==> src/logic/pi1_dcache_pkg.sv <==
// PI1 data cache shared definitions.
// Word, address and select widths of the PI1 bus, the vector types built
// from them and the operation codes seen on the master and slave sides.

package pi1_dcache_pkg;

	// Width of one data word in bits.
	localparam int ARCH_BITS = 32;

	// One select bit per byte of the data word.
	localparam int SEL_BITS = ARCH_BITS / 8;

	// Addresses count words, so the byte offset bits are dropped.
	localparam int ADDR_BITS = ARCH_BITS - $clog2(SEL_BITS);

	// A full data word as carried on either bus.
	typedef logic [ARCH_BITS-1:0] word_t;

	// A word address.
	typedef logic [ADDR_BITS-1:0] addr_t;

	// Byte selects, bit n enables byte n of the word.
	typedef logic [SEL_BITS-1:0] sel_t;

	// PI1 operation codes.
	// The code 2'b11 is reserved and is never issued by a master.
	typedef enum logic [1:0] {
		OP_NOOP = 2'b00,
		OP_WR   = 2'b01,
		OP_RD   = 2'b10
	} pi1_op_e;

endpackage

==> src/logic/pi1_cache_store.sv <==
// PI1 data cache line storage.
// Direct mapped tag, data and valid arrays with a registered lookup, the
// hit compare, the byte merge of write hits, a one-entry bypass for a
// lookup right behind a merge, and the valid sweep run on reset or flush.

`timescale 1ns/10ps

module pi1_cache_store #(
	parameter int SET_COUNT = 8
) (
	input  logic                  clk_i,
	input  logic                  rst_i,
	input  logic                  crst_i,
	input  logic                  lookup_i,
	input  pi1_dcache_pkg::addr_t lookup_addr_i,
	input  pi1_dcache_pkg::addr_t hold_addr_i,
	input  pi1_dcache_pkg::sel_t  hold_sel_i,
	input  pi1_dcache_pkg::word_t hold_data_i,
	input  logic                  write_hit_i,
	input  logic                  fill_i,
	input  pi1_dcache_pkg::word_t fill_data_i,
	output logic                  hit_o,
	output pi1_dcache_pkg::word_t rd_data_o,
	output logic                  sweeping_o
);

	localparam int IDX_BITS = $clog2(SET_COUNT);
	localparam int TAG_BITS = pi1_dcache_pkg::ADDR_BITS - IDX_BITS;

	typedef logic [IDX_BITS-1:0] idx_t;
	typedef logic [TAG_BITS-1:0] tag_t;

	tag_t                  tag_mem  [SET_COUNT];
	pi1_dcache_pkg::word_t data_mem [SET_COUNT];
	logic [SET_COUNT-1:0]  valid_q;

	tag_t                  tag_rd_q;
	pi1_dcache_pkg::word_t data_rd_q;
	logic                  valid_rd_q;
	logic                  byp_valid_q;
	pi1_dcache_pkg::addr_t byp_addr_q;
	pi1_dcache_pkg::word_t byp_data_q;
	logic                  sweep_q;
	idx_t                  sweep_idx_q;

	idx_t                  lookup_idx;
	idx_t                  hold_idx;
	tag_t                  hold_tag;
	logic                  byp_hit;
	pi1_dcache_pkg::word_t cur_word;
	pi1_dcache_pkg::word_t sel_mask;
	pi1_dcache_pkg::word_t merged_word;

	assign lookup_idx = lookup_addr_i[IDX_BITS-1:0];
	assign hold_idx   = hold_addr_i[IDX_BITS-1:0];
	assign hold_tag   = hold_addr_i[pi1_dcache_pkg::ADDR_BITS-1:IDX_BITS];

	// The array read lags a merge on the same edge, so the merged word wins.
	assign byp_hit   = byp_valid_q && (byp_addr_q == hold_addr_i);
	assign cur_word  = byp_hit ? byp_data_q : data_rd_q;
	assign hit_o     = byp_hit || (valid_rd_q && (tag_rd_q == hold_tag));
	assign rd_data_o = cur_word;

	// A flush request already holds off the master in its first cycle.
	assign sweeping_o = sweep_q || crst_i;

	always_comb begin
		for (int b = 0; b < pi1_dcache_pkg::SEL_BITS; b++)
			sel_mask[8*b +: 8] = {8{hold_sel_i[b]}};
	end

	assign merged_word = (hold_data_i & sel_mask) | (cur_word & ~sel_mask);

	always_ff @(posedge clk_i) begin
		if (lookup_i) begin
			tag_rd_q   <= tag_mem[lookup_idx];
			data_rd_q  <= data_mem[lookup_idx];
			valid_rd_q <= valid_q[lookup_idx];
		end
		if (fill_i) begin
			tag_mem[hold_idx]  <= hold_tag;
			data_mem[hold_idx] <= fill_data_i;
		end else if (write_hit_i) begin
			data_mem[hold_idx] <= merged_word;
		end
		if (write_hit_i) begin
			byp_addr_q <= hold_addr_i;
			byp_data_q <= merged_word;
		end
	end

	// Only a lookup taken on the merge edge can have read the stale word.
	always_ff @(posedge clk_i) begin
		if (rst_i || crst_i)
			byp_valid_q <= 1'b0;
		else
			byp_valid_q <= write_hit_i && lookup_i;
	end

	// Sweep from the top set down to set 0, one set per cycle.
	always_ff @(posedge clk_i) begin
		if (fill_i)
			valid_q[hold_idx] <= 1'b1;
		if (rst_i || crst_i) begin
			sweep_q     <= 1'b1;
			sweep_idx_q <= idx_t'(SET_COUNT - 1);
		end else if (sweep_q) begin
			valid_q[sweep_idx_q] <= 1'b0;
			if (sweep_idx_q == '0)
				sweep_q <= 1'b0;
			else
				sweep_idx_q <= sweep_idx_q - 1'b1;
		end
	end

endmodule

==> src/logic/pi1_dcache.sv <==
// PI1 write-through data cache.
// Direct mapped cache between a PI1 master and a PI1 slave memory. Read
// misses fetch whole words, writes pass through a buffer to the slave.

`timescale 1ns/10ps

module pi1_dcache #(
	parameter int SET_COUNT = 8,
	parameter int BUF_DEPTH = 4
) (
	input  logic                    clk_i,
	input  logic                    rst_i,
	input  logic                    crst_i,
	input  pi1_dcache_pkg::pi1_op_e m_op_i,
	input  pi1_dcache_pkg::addr_t   m_addr_i,
	input  pi1_dcache_pkg::word_t   m_data_i,
	input  pi1_dcache_pkg::sel_t    m_sel_i,
	output pi1_dcache_pkg::word_t   m_data_o,
	output logic                    m_rdy_o,
	output pi1_dcache_pkg::pi1_op_e s_op_o,
	output pi1_dcache_pkg::addr_t   s_addr_o,
	output pi1_dcache_pkg::word_t   s_data_o,
	output pi1_dcache_pkg::sel_t    s_sel_o,
	input  pi1_dcache_pkg::word_t   s_data_i,
	input  logic                    s_rdy_i
);

	logic                  hit;
	logic                  sweeping;
	logic                  lookup;
	logic                  write_hit;
	logic                  fill;
	logic                  buf_push;
	logic                  buf_pop;
	logic                  buf_empty;
	logic                  buf_full;
	pi1_dcache_pkg::word_t rd_data;
	pi1_dcache_pkg::word_t fill_data;
	pi1_dcache_pkg::addr_t hold_addr;
	pi1_dcache_pkg::sel_t  hold_sel;
	pi1_dcache_pkg::word_t hold_data;
	pi1_dcache_pkg::addr_t buf_addr;
	pi1_dcache_pkg::word_t buf_data;
	pi1_dcache_pkg::sel_t  buf_sel;

	pi1_miss_control #(
		.SET_COUNT (SET_COUNT),
		.BUF_DEPTH (BUF_DEPTH)
	) u_miss_control (
		.clk_i       (clk_i),
		.rst_i       (rst_i),
		.m_op_i      (m_op_i),
		.m_addr_i    (m_addr_i),
		.m_data_i    (m_data_i),
		.m_sel_i     (m_sel_i),
		.m_rdy_o     (m_rdy_o),
		.m_data_o    (m_data_o),
		.hit_i       (hit),
		.rd_data_i   (rd_data),
		.sweeping_i  (sweeping),
		.hold_addr_o (hold_addr),
		.hold_sel_o  (hold_sel),
		.hold_data_o (hold_data),
		.lookup_o    (lookup),
		.write_hit_o (write_hit),
		.fill_o      (fill),
		.fill_data_o (fill_data),
		.buf_push_o  (buf_push),
		.buf_pop_o   (buf_pop),
		.buf_addr_i  (buf_addr),
		.buf_data_i  (buf_data),
		.buf_sel_i   (buf_sel),
		.buf_empty_i (buf_empty),
		.buf_full_i  (buf_full),
		.s_op_o      (s_op_o),
		.s_addr_o    (s_addr_o),
		.s_data_o    (s_data_o),
		.s_sel_o     (s_sel_o),
		.s_data_i    (s_data_i),
		.s_rdy_i     (s_rdy_i)
	);

	// The lookup index comes straight from the master address.
	pi1_cache_store #(
		.SET_COUNT (SET_COUNT)
	) u_cache_store (
		.clk_i         (clk_i),
		.rst_i         (rst_i),
		.crst_i        (crst_i),
		.lookup_i      (lookup),
		.lookup_addr_i (m_addr_i),
		.hold_addr_i   (hold_addr),
		.hold_sel_i    (hold_sel),
		.hold_data_i   (hold_data),
		.write_hit_i   (write_hit),
		.fill_i        (fill),
		.fill_data_i   (fill_data),
		.hit_o         (hit),
		.rd_data_o     (rd_data),
		.sweeping_o    (sweeping)
	);

	// Write entries are taken from the master bus on the acceptance edge.
	pi1_write_buffer #(
		.BUF_DEPTH (BUF_DEPTH)
	) u_write_buffer (
		.clk_i   (clk_i),
		.rst_i   (rst_i),
		.push_i  (buf_push),
		.addr_i  (m_addr_i),
		.data_i  (m_data_i),
		.sel_i   (m_sel_i),
		.pop_i   (buf_pop),
		.addr_o  (buf_addr),
		.data_o  (buf_data),
		.sel_o   (buf_sel),
		.empty_o (buf_empty),
		.full_o  (buf_full)
	);

endmodule

==> src/logic/pi1_miss_control.sv <==
// PI1 data cache control.
// Accepts master operations, pushes writes into the write buffer, drains
// that buffer onto the slave bus and serves read misses with a slave read
// once every earlier write has gone out.

`timescale 1ns/10ps

module pi1_miss_control #(
	parameter int SET_COUNT = 8,
	parameter int BUF_DEPTH = 4
) (
	input  logic                    clk_i,
	input  logic                    rst_i,
	input  pi1_dcache_pkg::pi1_op_e m_op_i,
	input  pi1_dcache_pkg::addr_t   m_addr_i,
	input  pi1_dcache_pkg::word_t   m_data_i,
	input  pi1_dcache_pkg::sel_t    m_sel_i,
	output logic                    m_rdy_o,
	output pi1_dcache_pkg::word_t   m_data_o,
	input  logic                    hit_i,
	input  pi1_dcache_pkg::word_t   rd_data_i,
	input  logic                    sweeping_i,
	output pi1_dcache_pkg::addr_t   hold_addr_o,
	output pi1_dcache_pkg::sel_t    hold_sel_o,
	output pi1_dcache_pkg::word_t   hold_data_o,
	output logic                    lookup_o,
	output logic                    write_hit_o,
	output logic                    fill_o,
	output pi1_dcache_pkg::word_t   fill_data_o,
	output logic                    buf_push_o,
	output logic                    buf_pop_o,
	input  pi1_dcache_pkg::addr_t   buf_addr_i,
	input  pi1_dcache_pkg::word_t   buf_data_i,
	input  pi1_dcache_pkg::sel_t    buf_sel_i,
	input  logic                    buf_empty_i,
	input  logic                    buf_full_i,
	output pi1_dcache_pkg::pi1_op_e s_op_o,
	output pi1_dcache_pkg::addr_t   s_addr_o,
	output pi1_dcache_pkg::word_t   s_data_o,
	output pi1_dcache_pkg::sel_t    s_sel_o,
	input  pi1_dcache_pkg::word_t   s_data_i,
	input  logic                    s_rdy_i
);

	typedef enum logic [1:0] {
		IDLE,
		DRAIN_WAIT,
		READ_REQ,
		READ_WAIT
	} state_e;

	// Set indexing and buffer pointers both rely on power-of-2 sizes.
	if (SET_COUNT < 2 || (SET_COUNT & (SET_COUNT - 1)) != 0) begin : g_check_sets
		$error("SET_COUNT must be a power of 2 of at least 2");
	end
	if (BUF_DEPTH < 2 || (BUF_DEPTH & (BUF_DEPTH - 1)) != 0) begin : g_check_depth
		$error("BUF_DEPTH must be a power of 2 of at least 2");
	end

	state_e                  state_q;
	pi1_dcache_pkg::pi1_op_e op_q;
	pi1_dcache_pkg::addr_t   addr_q;
	pi1_dcache_pkg::word_t   data_q;
	pi1_dcache_pkg::sel_t    sel_q;
	pi1_dcache_pkg::word_t   fetch_q;
	logic                    eval_q;
	logic                    wr_out_q;
	logic                    use_fetch_q;

	logic                    accept;
	logic                    miss;
	logic                    wr_issue;
	logic                    rd_issue;
	logic                    rd_done;

	// The store answers one cycle after acceptance, which is the eval cycle.
	assign accept  = m_rdy_o && (m_op_i != pi1_dcache_pkg::OP_NOOP);
	assign miss    = eval_q && (op_q == pi1_dcache_pkg::OP_RD) && !hit_i;
	assign m_rdy_o = (state_q == IDLE) && !miss && !sweeping_i && !buf_full_i;

	assign lookup_o    = accept;
	assign write_hit_o = eval_q && (op_q == pi1_dcache_pkg::OP_WR) && hit_i;
	assign hold_addr_o = addr_q;
	assign hold_sel_o  = sel_q;
	assign hold_data_o = data_q;

	// Writes go to the buffer on acceptance, the master does not wait.
	assign buf_push_o = accept && (m_op_i == pi1_dcache_pkg::OP_WR);

	// No buffered write may pass a slave read that is waiting or in flight.
	assign wr_issue  = s_rdy_i && !buf_empty_i && (state_q == IDLE || state_q == DRAIN_WAIT);
	assign rd_issue  = s_rdy_i && (state_q == READ_REQ);
	assign rd_done   = s_rdy_i && (state_q == READ_WAIT);
	assign buf_pop_o = wr_issue;

	assign s_op_o   = rd_issue ? pi1_dcache_pkg::OP_RD :
	                  (wr_issue ? pi1_dcache_pkg::OP_WR : pi1_dcache_pkg::OP_NOOP);
	assign s_addr_o = (state_q == READ_REQ) ? addr_q : buf_addr_i;
	assign s_data_o = buf_data_i;
	// Misses always fetch the whole word.
	assign s_sel_o  = (state_q == READ_REQ) ? '1 : buf_sel_i;

	assign fill_o      = rd_done;
	assign fill_data_o = s_data_i;
	assign m_data_o    = use_fetch_q ? fetch_q : rd_data_i;

	always_ff @(posedge clk_i) begin
		if (accept) begin
			addr_q <= m_addr_i;
			data_q <= m_data_i;
			sel_q  <= m_sel_i;
		end
		if (rd_done)
			fetch_q <= s_data_i;
	end

	always_ff @(posedge clk_i) begin
		if (rst_i) begin
			state_q     <= IDLE;
			op_q        <= pi1_dcache_pkg::OP_NOOP;
			eval_q      <= 1'b0;
			wr_out_q    <= 1'b0;
			use_fetch_q <= 1'b0;
		end else begin
			eval_q <= accept;
			if (accept)
				op_q <= m_op_i;
			// A slave write completes at the next edge with s_rdy_i high.
			if (s_rdy_i)
				wr_out_q <= wr_issue;
			if (accept)
				use_fetch_q <= 1'b0;
			else if (rd_done)
				use_fetch_q <= 1'b1;
			case (state_q)
				IDLE: begin
					if (miss)
						state_q <= DRAIN_WAIT;
				end
				DRAIN_WAIT: begin
					if (buf_empty_i && !wr_out_q)
						state_q <= READ_REQ;
				end
				READ_REQ: begin
					if (s_rdy_i)
						state_q <= READ_WAIT;
				end
				READ_WAIT: begin
					if (s_rdy_i)
						state_q <= IDLE;
				end
				default: state_q <= IDLE;
			endcase
		end
	end

endmodule

==> src/logic/pi1_write_buffer.sv <==
// PI1 data cache write buffer.
// Synchronous FIFO of the writes accepted from the master that still have
// to be issued on the slave bus. Entries leave in the order they came in.

`timescale 1ns/10ps

module pi1_write_buffer #(
	parameter int BUF_DEPTH = 4
) (
	input  logic                  clk_i,
	input  logic                  rst_i,
	input  logic                  push_i,
	input  pi1_dcache_pkg::addr_t addr_i,
	input  pi1_dcache_pkg::word_t data_i,
	input  pi1_dcache_pkg::sel_t  sel_i,
	input  logic                  pop_i,
	output pi1_dcache_pkg::addr_t addr_o,
	output pi1_dcache_pkg::word_t data_o,
	output pi1_dcache_pkg::sel_t  sel_o,
	output logic                  empty_o,
	output logic                  full_o
);

	localparam int PTR_BITS = $clog2(BUF_DEPTH);

	pi1_dcache_pkg::addr_t addr_mem [BUF_DEPTH];
	pi1_dcache_pkg::word_t data_mem [BUF_DEPTH];
	pi1_dcache_pkg::sel_t  sel_mem  [BUF_DEPTH];

	logic [PTR_BITS-1:0] wr_ptr_q;
	logic [PTR_BITS-1:0] rd_ptr_q;
	logic [PTR_BITS:0]   count_q;
	logic                do_push;
	logic                do_pop;

	// A push into a full buffer or a pop from an empty one has no effect.
	assign do_push = push_i && !full_o;
	assign do_pop  = pop_i && !empty_o;

	assign empty_o = (count_q == '0);
	assign full_o  = (count_q == (PTR_BITS + 1)'(BUF_DEPTH));

	// The head entry is read straight from storage.
	assign addr_o = addr_mem[rd_ptr_q];
	assign data_o = data_mem[rd_ptr_q];
	assign sel_o  = sel_mem[rd_ptr_q];

	always_ff @(posedge clk_i) begin
		if (do_push) begin
			addr_mem[wr_ptr_q] <= addr_i;
			data_mem[wr_ptr_q] <= data_i;
			sel_mem[wr_ptr_q]  <= sel_i;
		end
	end

	// Pointers wrap on their own since the depth is a power of 2.
	always_ff @(posedge clk_i) begin
		if (rst_i) begin
			wr_ptr_q <= '0;
			rd_ptr_q <= '0;
			count_q  <= '0;
		end else begin
			if (do_push)
				wr_ptr_q <= wr_ptr_q + 1'b1;
			if (do_pop)
				rd_ptr_q <= rd_ptr_q + 1'b1;
			if (do_push && !do_pop)
				count_q <= count_q + 1'b1;
			else if (do_pop && !do_push)
				count_q <= count_q - 1'b1;
		end
	end

endmodule

==> config.mk <==
export PLATFORM = sky130hd
export DESIGN_NAME = pi1_dcache
export DESIGN_NICKNAME = d
export VERILOG_FILES = /design/src/logic/pi1_dcache_pkg.sv /design/src/logic/pi1_cache_store.sv /design/src/logic/pi1_dcache.sv /design/src/logic/pi1_miss_control.sv /design/src/logic/pi1_write_buffer.sv
export SDC_FILE = /design/constraint.sdc
export NUM_CORES = 1
export LEC_CHECK = 0
export BUFFER_PORTS_ARGS = -buffer_cell sky130_fd_sc_hd__buf_4
export CAP_MARGIN = 10
export CORE_UTILIZATION = 41
export DETAILED_ROUTE_END_ITERATION = 12
export SYNTH_ARGS = -nofsm -noshare
export SYNTH_HDL_FRONTEND = slang
export SYNTH_SLANG_ARGS = --single-unit
==> constraint.sdc <==
create_clock -name clk_i -period 17.82 [get_ports clk_i]
set_clock_uncertainty 0.15 [all_clocks]
set_input_delay 5.346 -clock clk_i [delete_from_list [all_inputs] [get_ports clk_i]]
set_output_delay 5.346 -clock clk_i [all_outputs]
set_load 0.02 [all_outputs]
== Yosys cells after proc, flatten, opt, wreduce, memory -nomap -nowiden ==
Memory sizes are Yosys's and may differ from the RTL's. A register that Yosys moved wholly into a read port is not among the register bits.
Index checks and enable logic that the tools add are counted.
Widths: inputs -> output; s select.
Cells by class
  $add $sub $neg: 5
  $mul: 0
  div/mod/pow operators: 0
  magnitude comparators: 5
  eq/ne operators: 13
  shift-type cells: 0
  multiplexer cells: 38
  bitwise gates (word level): 9
  reduce and logical (&&, ||, !) cells: 43
Operators with widths (count)
  $mux 32: 3
  $and 32x32->32: 2
  $not 32->32: 1
  $or 32x32->32: 1
  $eq 30x30->1: 1
  $mux 30: 1
  $eq 27x27->1: 1
  $mux 8: 3
  $logic_and 1x1->1: 23
  $mux 2: 11
  $mux 1: 13
  $lt 3x4->1 const B: 3
  $and 8x8->8: 1
  $logic_not 1->1: 8
  $not 8->8: 1
  $or 8x8->8: 1
  $pmux 2 s4: 1
  $demux 1 s3: 2
  $eq 2x1->1 const B: 3
  $eq 2x2->1 const B: 3
  $ge 3x1->1 const B: 2
  $logic_not 3->1: 2
  $mux 3: 2
  $ne 2x2->1 const B: 3
  other kinds (15): 21
Word-level totals
  register bits after elaboration: 188
  bits in latches: 0
  memory bits (writable): 736
  bits in read-only memories: 0
  input bits: 104
  output and inout bits: 101
  word-level logic and storage cells: 137
  memories kept: 5
Memory list
  u_cache_store.data_mem: words 8, bits a word 32, read ports 1, clocked after memory_dff 1, write ports 1, RTL line pi1_cache_store.sv:34  | pi1_dcache_pkg::word_t data_mem [SET_COUNT];
  u_cache_store.tag_mem: words 8, bits a word 27, read ports 1, clocked after memory_dff 1, write ports 1, RTL line pi1_cache_store.sv:33  | tag_t tag_mem [SET_COUNT];
  u_write_buffer.data_mem: words 4, bits a word 32, read ports 1, clocked after memory_dff 1, write ports 1, RTL line pi1_write_buffer.sv:27  | pi1_dcache_pkg::word_t data_mem [BUF_DEPTH];
  u_write_buffer.addr_mem: words 4, bits a word 30, read ports 1, clocked after memory_dff 1, write ports 1, RTL line pi1_write_buffer.sv:26  | pi1_dcache_pkg::addr_t addr_mem [BUF_DEPTH];
  u_write_buffer.sel_mem: words 4, bits a word 4, read ports 1, clocked after memory_dff 1, write ports 1, RTL line pi1_write_buffer.sv:28  | pi1_dcache_pkg::sel_t sel_mem [BUF_DEPTH];

== Longest topological paths before layout ==
Gate-level depths: netlist (run 1).
  depth in word-level cells: 16
  gate-level depth with buffers: 12
  gate-level depth less buffers: 11

== By module ==
From an unflattened synthesis (run 1), not the netlist that was laid out.
Second synthesis, totals
  cell total of the unflattened synthesis: 1824
  area total of the unflattened synthesis: 38783.4 sq um
Modules (own cells, without submodules)
  pi1_cache_store: instances 1, cells each 1149, area an instance 24161.9 sq um, seq. area each 18097.4 sq um
  pi1_write_buffer: instances 1, cells each 392, area an instance 9980.8 sq um, seq. area each 8107.8 sq um
  pi1_miss_control: instances 1, cells each 283, area an instance 4640.7 sq um, seq. area each 3083.0 sq um

== Worst setup path after synthesis (run 1) ==
Ideal clock, no wire load.
  path type: input to register
  start point: input port crst_i
  end point: register u_cache_store.byp_valid_q
  setup time: 0.102 ns
  arrival time: 12.781 ns
  required time: 17.568 ns
  setup slack: 4.787 ns
  stages: 4
  path buffers: 0
  cells stage by stage: a211oi_1 -> o211ai_1 -> a21oi_1 -> and3_1
On the way
  word-level cells in the longest chain between the ends: 6
  elaborated cells between the ends (all ways): 7
  those cells by class: 7 x reduce/logical
Ends and longest elaborated chain
  start, declared: RTL line pi1_dcache.sv:13  | input logic crst_i,
  $logic_or 1x1->1: RTL line pi1_cache_store.sv:65  | assign sweeping_o = sweep_q || crst_i;
  $logic_not 1->1: RTL line pi1_miss_control.sv:79  | assign m_rdy_o = (state_q == IDLE) && !miss && !sweeping_i && !buf_full_i;
  $logic_and 1x1->1 (2 in a row): RTL line pi1_miss_control.sv:79
  $logic_and 1x1->1: RTL line pi1_miss_control.sv:77  | assign accept = m_rdy_o && (m_op_i != pi1_dcache_pkg::OP_NOOP);
  via lookup: RTL line pi1_dcache.sv:30  | logic lookup;
  $logic_and 1x1->1: RTL line pi1_cache_store.sv:97  | byp_valid_q <= write_hit_i && lookup_i;
  end signal, assigned: RTL line pi1_cache_store.sv:97
  end, declared: RTL line pi1_cache_store.sv:40  | logic byp_valid_q;
The timed path passes the listed nets, and every way through them passes these cells.
A chain may end at the register's enable or synchronous reset.

== Final worst setup path (run 1) ==
  start point: input port crst_i
  end point: output port m_rdy_o
On the way
  word-level cells in the longest chain between the ends: 4
Ends and longest elaborated chain
  $logic_or 1x1->1: RTL line pi1_cache_store.sv:65
  $logic_not 1->1: RTL line pi1_miss_control.sv:79
  $logic_and 1x1->1 (2 in a row): RTL line pi1_miss_control.sv:79
  end, declared: RTL line pi1_dcache.sv:19  | output logic m_rdy_o,
Every way passes these cells.

==> results of run 1 <==
## state kept, by name, summed over array words and instances, names as in the netlist, 32 cells and up, named ones only
name                        count
u_cache_store.data_mem        256
u_cache_store.tag_mem         216
u_write_buffer.data_mem       128
u_write_buffer.addr_mem       120
u_cache_store.byp_data_q       32
u_cache_store.data_rd_q        32
u_miss_control.fetch_q         32
u_miss_control.hold_data_o     32
## final cells by class
class / count / share of cell area [%]
clock buffer: 124 / 6.02
clock inverter: 66 / 1.48
inverter: 16 / 0.135
multi-input combinational: 730 / 19.0
sequential: 985 / 65.9
tap: 1186 / 3.34
timing repair buffer: 240 / 4.09
## critical path, cell delays in order
cell,delay (ns)
buf_4,0.11
a211oi_1,0.29
nand2_1,0.09
a21oi_1,0.12
buf_4,0.16
## cells in the final DEF (no fill, tap or decap), types with 4 or more instances in the layout
cell / instances
bufinv_16: 10
and2_4: 4
mux4_2: 186
nor2_1: 58
clkinvlp_4: 8
nand2b_1: 12
a21oi_1: 10
ha_1: 11
a211oi_4: 6
or2_2: 4
a211oi_1: 4
mux2i_1: 5
buf_4: 238
nand3_1: 66
clkinv_1: 18
nand2_1: 9
clkinv_4: 4
o21a_1: 32
nor3_2: 4
o211ai_1: 4
clkbuf_16: 104
clkbuf_1: 20
o21ai_0: 35
inv_1: 14
mux2_2: 121
nand4_1: 28
dfxtp_1: 27
clkinv_2: 21
a31oi_1: 34
edfxtp_1: 956
xnor2_1: 59
## power groups by stage
stage,sequential (W),combinational [W],clock (W)
floorplan,0.00259,0.000271,0
CTS,0.00257,0.000389,0.00215
global placement,0.00261,0.000383,0
detailed placement,0.00261,0.000388,0
finish,0.00256,0.000379,0.00211
global route,0.00257,0.000407,0.00223
## routing by layer
metal  wire [µm]  GRT usage [%]  vias up  part of all wire (%)
met1       35400           24.2     9866                    40
met3        4910           3.18      120                   5.6
met5          10              0        -                 0.011
li1            -              -     7999                     -
met4        1950           5.35        2                   2.2
met2       46000           33.4      611                    52
## cell usage after synthesis, types with 3 or more instances
library cell / instances
nand4_1: 28
mux2_2: 121
and3_1: 3
or2_2: 4
o21ai_0: 35
o211ai_1: 4
nor4_1: 3
a21oi_1: 11
nor3_1: 7
buf_1: 22
nand2b_1: 12
a31oi_1: 34
xnor2_1: 59
dfxtp_1: 29
mux2i_1: 5
nand2_1: 9
edfxtp_1: 956
nor2_1: 62
ha_1: 12
clkbuf_1: 51
mux4_2: 186
nand3_1: 66
buf_2: 7
o21a_1: 32
a211oi_1: 10
buf_6: 4
inv_1: 16
and2_1: 5
## worst max path at each step
stage / start / to / cells after the start
after floorplan: crst_i / u_cache_store.byp_valid_q / 4
after global placement: crst_i / m_rdy_o / 5
after detailed placement: crst_i / m_rdy_o / 5
after CTS: crst_i / m_rdy_o / 5
after global routing: crst_i / m_rdy_o / 5
final: crst_i / m_rdy_o / 5
## per-stage QoR
stage	worst slack (ns)	hold slack (ns)	cells	power, W
6_report	6.20	0.330	3347	0.00505
5_1_grt	6.12	0.349	3347	0.00520
4_1_cts	6.19	0.328	3347	0.00510
3_5_place_dp	6.19	0.318	3157	0.00300
3_3_place_gp	6.14	0.304	3157	0.00300
2_1_floorplan	4.79	0.271	1816	0.00286
## logic make-up (layout without fill, tap and decap cells)
group	Yosys count	after routing	share of synthesized area, %
DFF	985	985	77.1
muxes	314	314	14.8
and+or+nand+nor	210	210	2.84
xor gates and xnor gates	62	62	1.45
AOI/OAI and AO/OA	131	131	2.22
buffers and inverters	101	446	1.11
adders and majority gates	13	13	0.448
==> flow_summary.yaml, run 1 <==
cells_and_area:
  n_fill_cell: 7532
  drive_gt1_share_pct: 34.1
  syn_to_final_growth_pct: 17.0
  final_util_pct: 48.5
  final_nets: 2192
  postLayoutCellArea_um2: 44400
  diodes: 0
  multi_input_area_um2: 8450
  seqCellArea_um2: 29300
synth:
  syn_nets: 1933
  seq_area_frac_synth_pct: 77.1
  synth_edf_count: 956
  synthCells: 1816
  ys_top_cells_by_area: "edfxtp_1, mux4_2, mux2_2"
  ys_async_sr_fraction_pct: 0
  synth_cell_type_count: 46
  syn_avg_cell_area_um2: 20.9
  synth_flop_cell: "edfxtp_1"
  synth_seq_cells: 985
  synth_area_leader_cell: "edfxtp_1"
  synth_area_um2: 38000
  yosys_warnings: 0
  yosys.area.top_type_share_pct: 75.6
power_and_ir_drop:
  powerDensity_nw_per_um2: 114
  power_frac_comb_pct: 7.5
  p_sw_share_pct: 21.6
  vdd_drop_max_v: 0.0000841
  power_frac_seq_pct: 50.8
  p_switching_w: 0.00109
  internal_power_w: 0.00396
  p_leak_nw: 14.1
  pwr-share-clk_pct: 41.7
hold_path:
  holdCritStartpoint: "u_miss_control.wr_out_q"
  hold_end: "u_miss_control.wr_out_q"
  min_path_type: "flip-flop to flip-flop"
  min_delay_path_depth: 2
global_routing:
  grt_pass1_wl_mm: 130
  grt_usage_pct: 19.0
  grt_pass1_vias: 19800
  grt_max_degree: 132
  grt_overflow: 0
  antenna_found_initial: 1
detailed_routing:
  ant_nets: 0
  vias_per_cell: 5.56
  vias: 18600
  dr.pass1.iters: 8
  wl_per_cell_um: 26.4
  drc: 0
  wirelength_mm: 88.2
  drt-initial-drc-count: 1530
job:
  cap_violations: 0
sta:
  hold_viol: 0
  rsz0062_at_grt: "no"
  setup_viol: 0
  finalCritPeriodShare_pct: 65.2
  layout_min_cycle_time_ns: 11.62
  worstMarginPinSlew_ns: 1.02
  relSlewSlack_pct: 31.9
  drv_slew: 0
  clock.fmax_ghz: 0.0861
  setup_tns_ns: 0
worst_setup_path:
  path_max_fanout: 3
  arrival_ns: 6.12
  r2r_cells: 6
  r2r-end: "u_cache_store.byp_data_q[28]"
  cp.required_ns: 12.32
  endpoint_kind: "output port"
  critPathLaunchType: "input pin"
  reg2reg_slack_ns: 12.88
  r2r_start: "u_miss_control.hold_addr_o[2]"
  criticalPathCategory: "input pin to output port"
die:
  die_height_um: 306
  io_pins: 205
  start_util_pct: 41.4
  rows: 111
  die_w_um: 306
  core-area_um2: 91700
  die-area_um2: 93800
clocking:
  clock_sinks: 985
  clk_latency_ns: 0.68
  clk_pin_slew_ns: 0.06
  cts-resized-gates: 0
  numCtsBuffers: 102
  root_buffer: "clkbuf_16"
  clockBufferDepth: 3
  h-tree-depth: 3
  hold_buffers: 0
  cts_tree: "done"
  post_cts_buffers: 0
placed_design:
  place_congestion: 0.777
  dpl.hpwl_mm: 50.2
  port_buffers: 204
  place_area_um2: 41100
run_status:
  outcome: "finished, final reports clean"
Note: power is estimated with default switching activity, not from simulation.
==> run 2: changes to the inputs <==
--- a/config.mk
+++ b/config.mk
@@ -5,6 +5,7 @@
 export SDC_FILE = /design/constraint.sdc
 export NUM_CORES = 1
 export LEC_CHECK = 0
+export ABC_AREA = 1
 export BUFFER_PORTS_ARGS = -buffer_cell sky130_fd_sc_hd__buf_4
 export CAP_MARGIN = 10
 export CORE_UTILIZATION = 41
==> constraint.sdc (replaced) <==
create_clock -name clk_i -period 11.19 [get_ports clk_i]
set_clock_uncertainty 0.15 [all_clocks]
set_input_delay 3.357 -clock clk_i [delete_from_list [all_inputs] [get_ports clk_i]]
set_output_delay 3.357 -clock clk_i [all_outputs]
set_load 0.02 [all_outputs]
==> flow_summary.yaml, run 2 <==
clocking:
  clk_latency_ns: 0.66
  clockBufferDepth: 3
  cts-resized-gates: 0
  cts_tree: "done"
  h-tree-depth: 3
  numCtsBuffers: 96
  root_buffer: "clkbuf_16"
  clock_sinks: 985
  hold_buffers: 0
  clk_pin_slew_ns: 0.06
  post_cts_buffers: 0
synth:
  seq_area_frac_synth_pct: 75.0
  ys_top_cells_by_area: "edfxtp_1, nor2_1, o21ai_0"
  yosys-top-cells-count: "edfxtp_1, nor2_1, o21ai_0"
  yosys.area.top_type_share_pct: 73.5
  syn_nets: 3279
  ys_async_sr_fraction_pct: 0
  synth_cell_type_count: 37
  synth_edf_count: 956
  synth_most_common_cell: "edfxtp_1"
  yosys_warnings: 0
  synth_area_um2: 39100
  synth_flop_cell: "edfxtp_1"
  synth_area_leader_cell: "edfxtp_1"
  syn_avg_cell_area_um2: 12.4
  synth_seq_cells: 985
  synthCells: 3162
cells_and_area:
  final_nets: 3448
  largestRegisters: "u_cache_store.data_mem (256), u_cache_store.tag_mem (216), u_write_buffer.data_mem (128)"
  layout_commonest_cell: "edfxtp_1"
  postLayoutCellArea_um2: 45100
  final_cell_mix: "edfxtp_1, nor2_1, o21ai_0"
  largest_register_ffs: 256
  largest-register: "u_cache_store.data_mem"
  final_util_pct: 48.0
  drive_gt1_share_pct: 12.8
  syn_to_final_growth_pct: 15.4
worst_setup_path:
  arrival_ns: 4.32
  reg2reg_slack_ns: 6.41
  cp-startpoint: "s_rdy_i"
  r2r_cells: 12
  slowest_delay_ns: 0.40
  r2r_start: "u_miss_control.hold_addr_o[11]"
  endpoint_kind: "output port"
  path_max_fanout: 5
  worstPathCellList: "buf_4 -> inv_1 -> nor3_1 -> inv_1 -> nor2_1 -> buf_4"
  criticalPathCategory: "input pin to output port"
  cp.required_ns: 7.68
  critPathLaunchType: "input pin"
  cpMaxStageDelayCell: "nor3_1"
sta:
  drv_slew: 0
  clock.fmax_ghz: 0.128
  setup_viol: 0
  worst_slack_ns: 3.36
  worstMarginPinSlew_ns: 1.18
  hold_viol: 0
  setup_tns_ns: 0
  finalCritPeriodShare_pct: 70.0
  relSlewSlack_pct: 21.5
  layout_min_cycle_time_ns: 7.83
  holdWs_ns: 0.310
  rsz0062_at_grt: "no"
detailed_routing:
  wl_per_cell_um: 21.0
  vias: 24700
  drc: 0
  drt-initial-drc-count: 2358
  ant_nets: 0
  vias_per_cell: 5.30
  dr.pass1.iters: 6
  wirelength_mm: 98.0
placed_design:
  place_worst_setup_slack_ns: 3.39
  dpl.hpwl_mm: 56.5
  place_area_um2: 41900
  place_congestion: 0.913
  port_buffers: 204
hold_path:
  min_path_type: "flip-flop to flip-flop"
  holdCritStartpoint: "u_write_buffer.rd_ptr_q[1]"
  min_delay_path_depth: 2
die:
  io_pins: 205
  start_util_pct: 41.6
  rows: 112
  core-area_um2: 93900
  die_height_um: 311
  die_w_um: 311
  die-area_um2: 96500
power_and_ir_drop:
  p_leak_nw: 15.7
  vdd_drop_max_v: 0.000120
  powerDensity_nw_per_um2: 178
global_routing:
  grt_overflow: 0
  grt_usage_pct: 19.9
  grt_pass1_wl_mm: 146
  grt_pass1_vias: 23000
  antenna_found_initial: 6
  grt_max_degree: 153
run_status:
  outcome: "finished, final reports clean"
job:
  cap_violations: 0
## run 2: cell count changes in the layout (fill, tap and decap cells not counted), sizes merged, moves of 45 or more
cell,before,now
inv,18,165
xnor2,60,15
o22ai,0,124
mux4,186,0
o21ai,35,517
nor2,62,628
nand3,66,14
mux2,123,0
nand2,9,400
## run 2: path summary, 6_finish.rpt
kind,end
max,s_op_o[0]
min,flip-flop
max reg2reg,u_write_buffer.data_mem[3][22]
min reg2reg,flip-flop
## run 2: per-stage QoR
step           instances  total power (W)
2_1_floorplan       3162          0.00455
3_5_place_dp        4487          0.00485
6_report            4665          0.00801
4_1_cts             4663          0.00806
5_1_grt             4665          0.00826
3_3_place_gp        4487          0.00485
## run 2: cell families (layout without fill, tap and decap cells)
logic type / Yosys count / count (layout) / share of synthesized area (%)
adders and majority gates: 13 / 13 / 0.436
and+or+nand+nor: 1090 / 1090 / 10.8
other: 0 / 2 / 0
DFF: 985 / 985 / 75.0
xor gates and xnor gates: 17 / 17 / 0.381
buffers and inverters: 328 / 575 / 3.32
AOI/OAI and AO/OA: 729 / 729 / 10.1
## run 2: report_power, final
part	total, W	switching, W	internal (W)
clock	0.00324	0.00135	0.00189
combinational	0.000705	0.000471	0.000234
sequential	0.00406	0.0000272	0.00404
## run 2: critical path: cells and delay by family
kind,cells,cell delay (ns)
buf+inv,4,0.45
simple gates,2,0.52
## run 2: final cells by class
cell class	count	area, µm²
sequential	985	29300
antenna	2	5.00
timing repair buffer	236	1780
multi-input combinational	1849	8640
fill	8317	48800
tap	1254	1570
inverter	163	632
clock buffer	122	2640
clock inverter	54	524
## run 2: routing by layer
metal	GRT usage, %	share of wire (%)	vias to the layer above
met1	29.1	46	12200
li1	-	-	11600
met5	0	0.023	-
met4	5.80	1.9	4
met3	3.17	6.6	116
met2	30.7	46	783
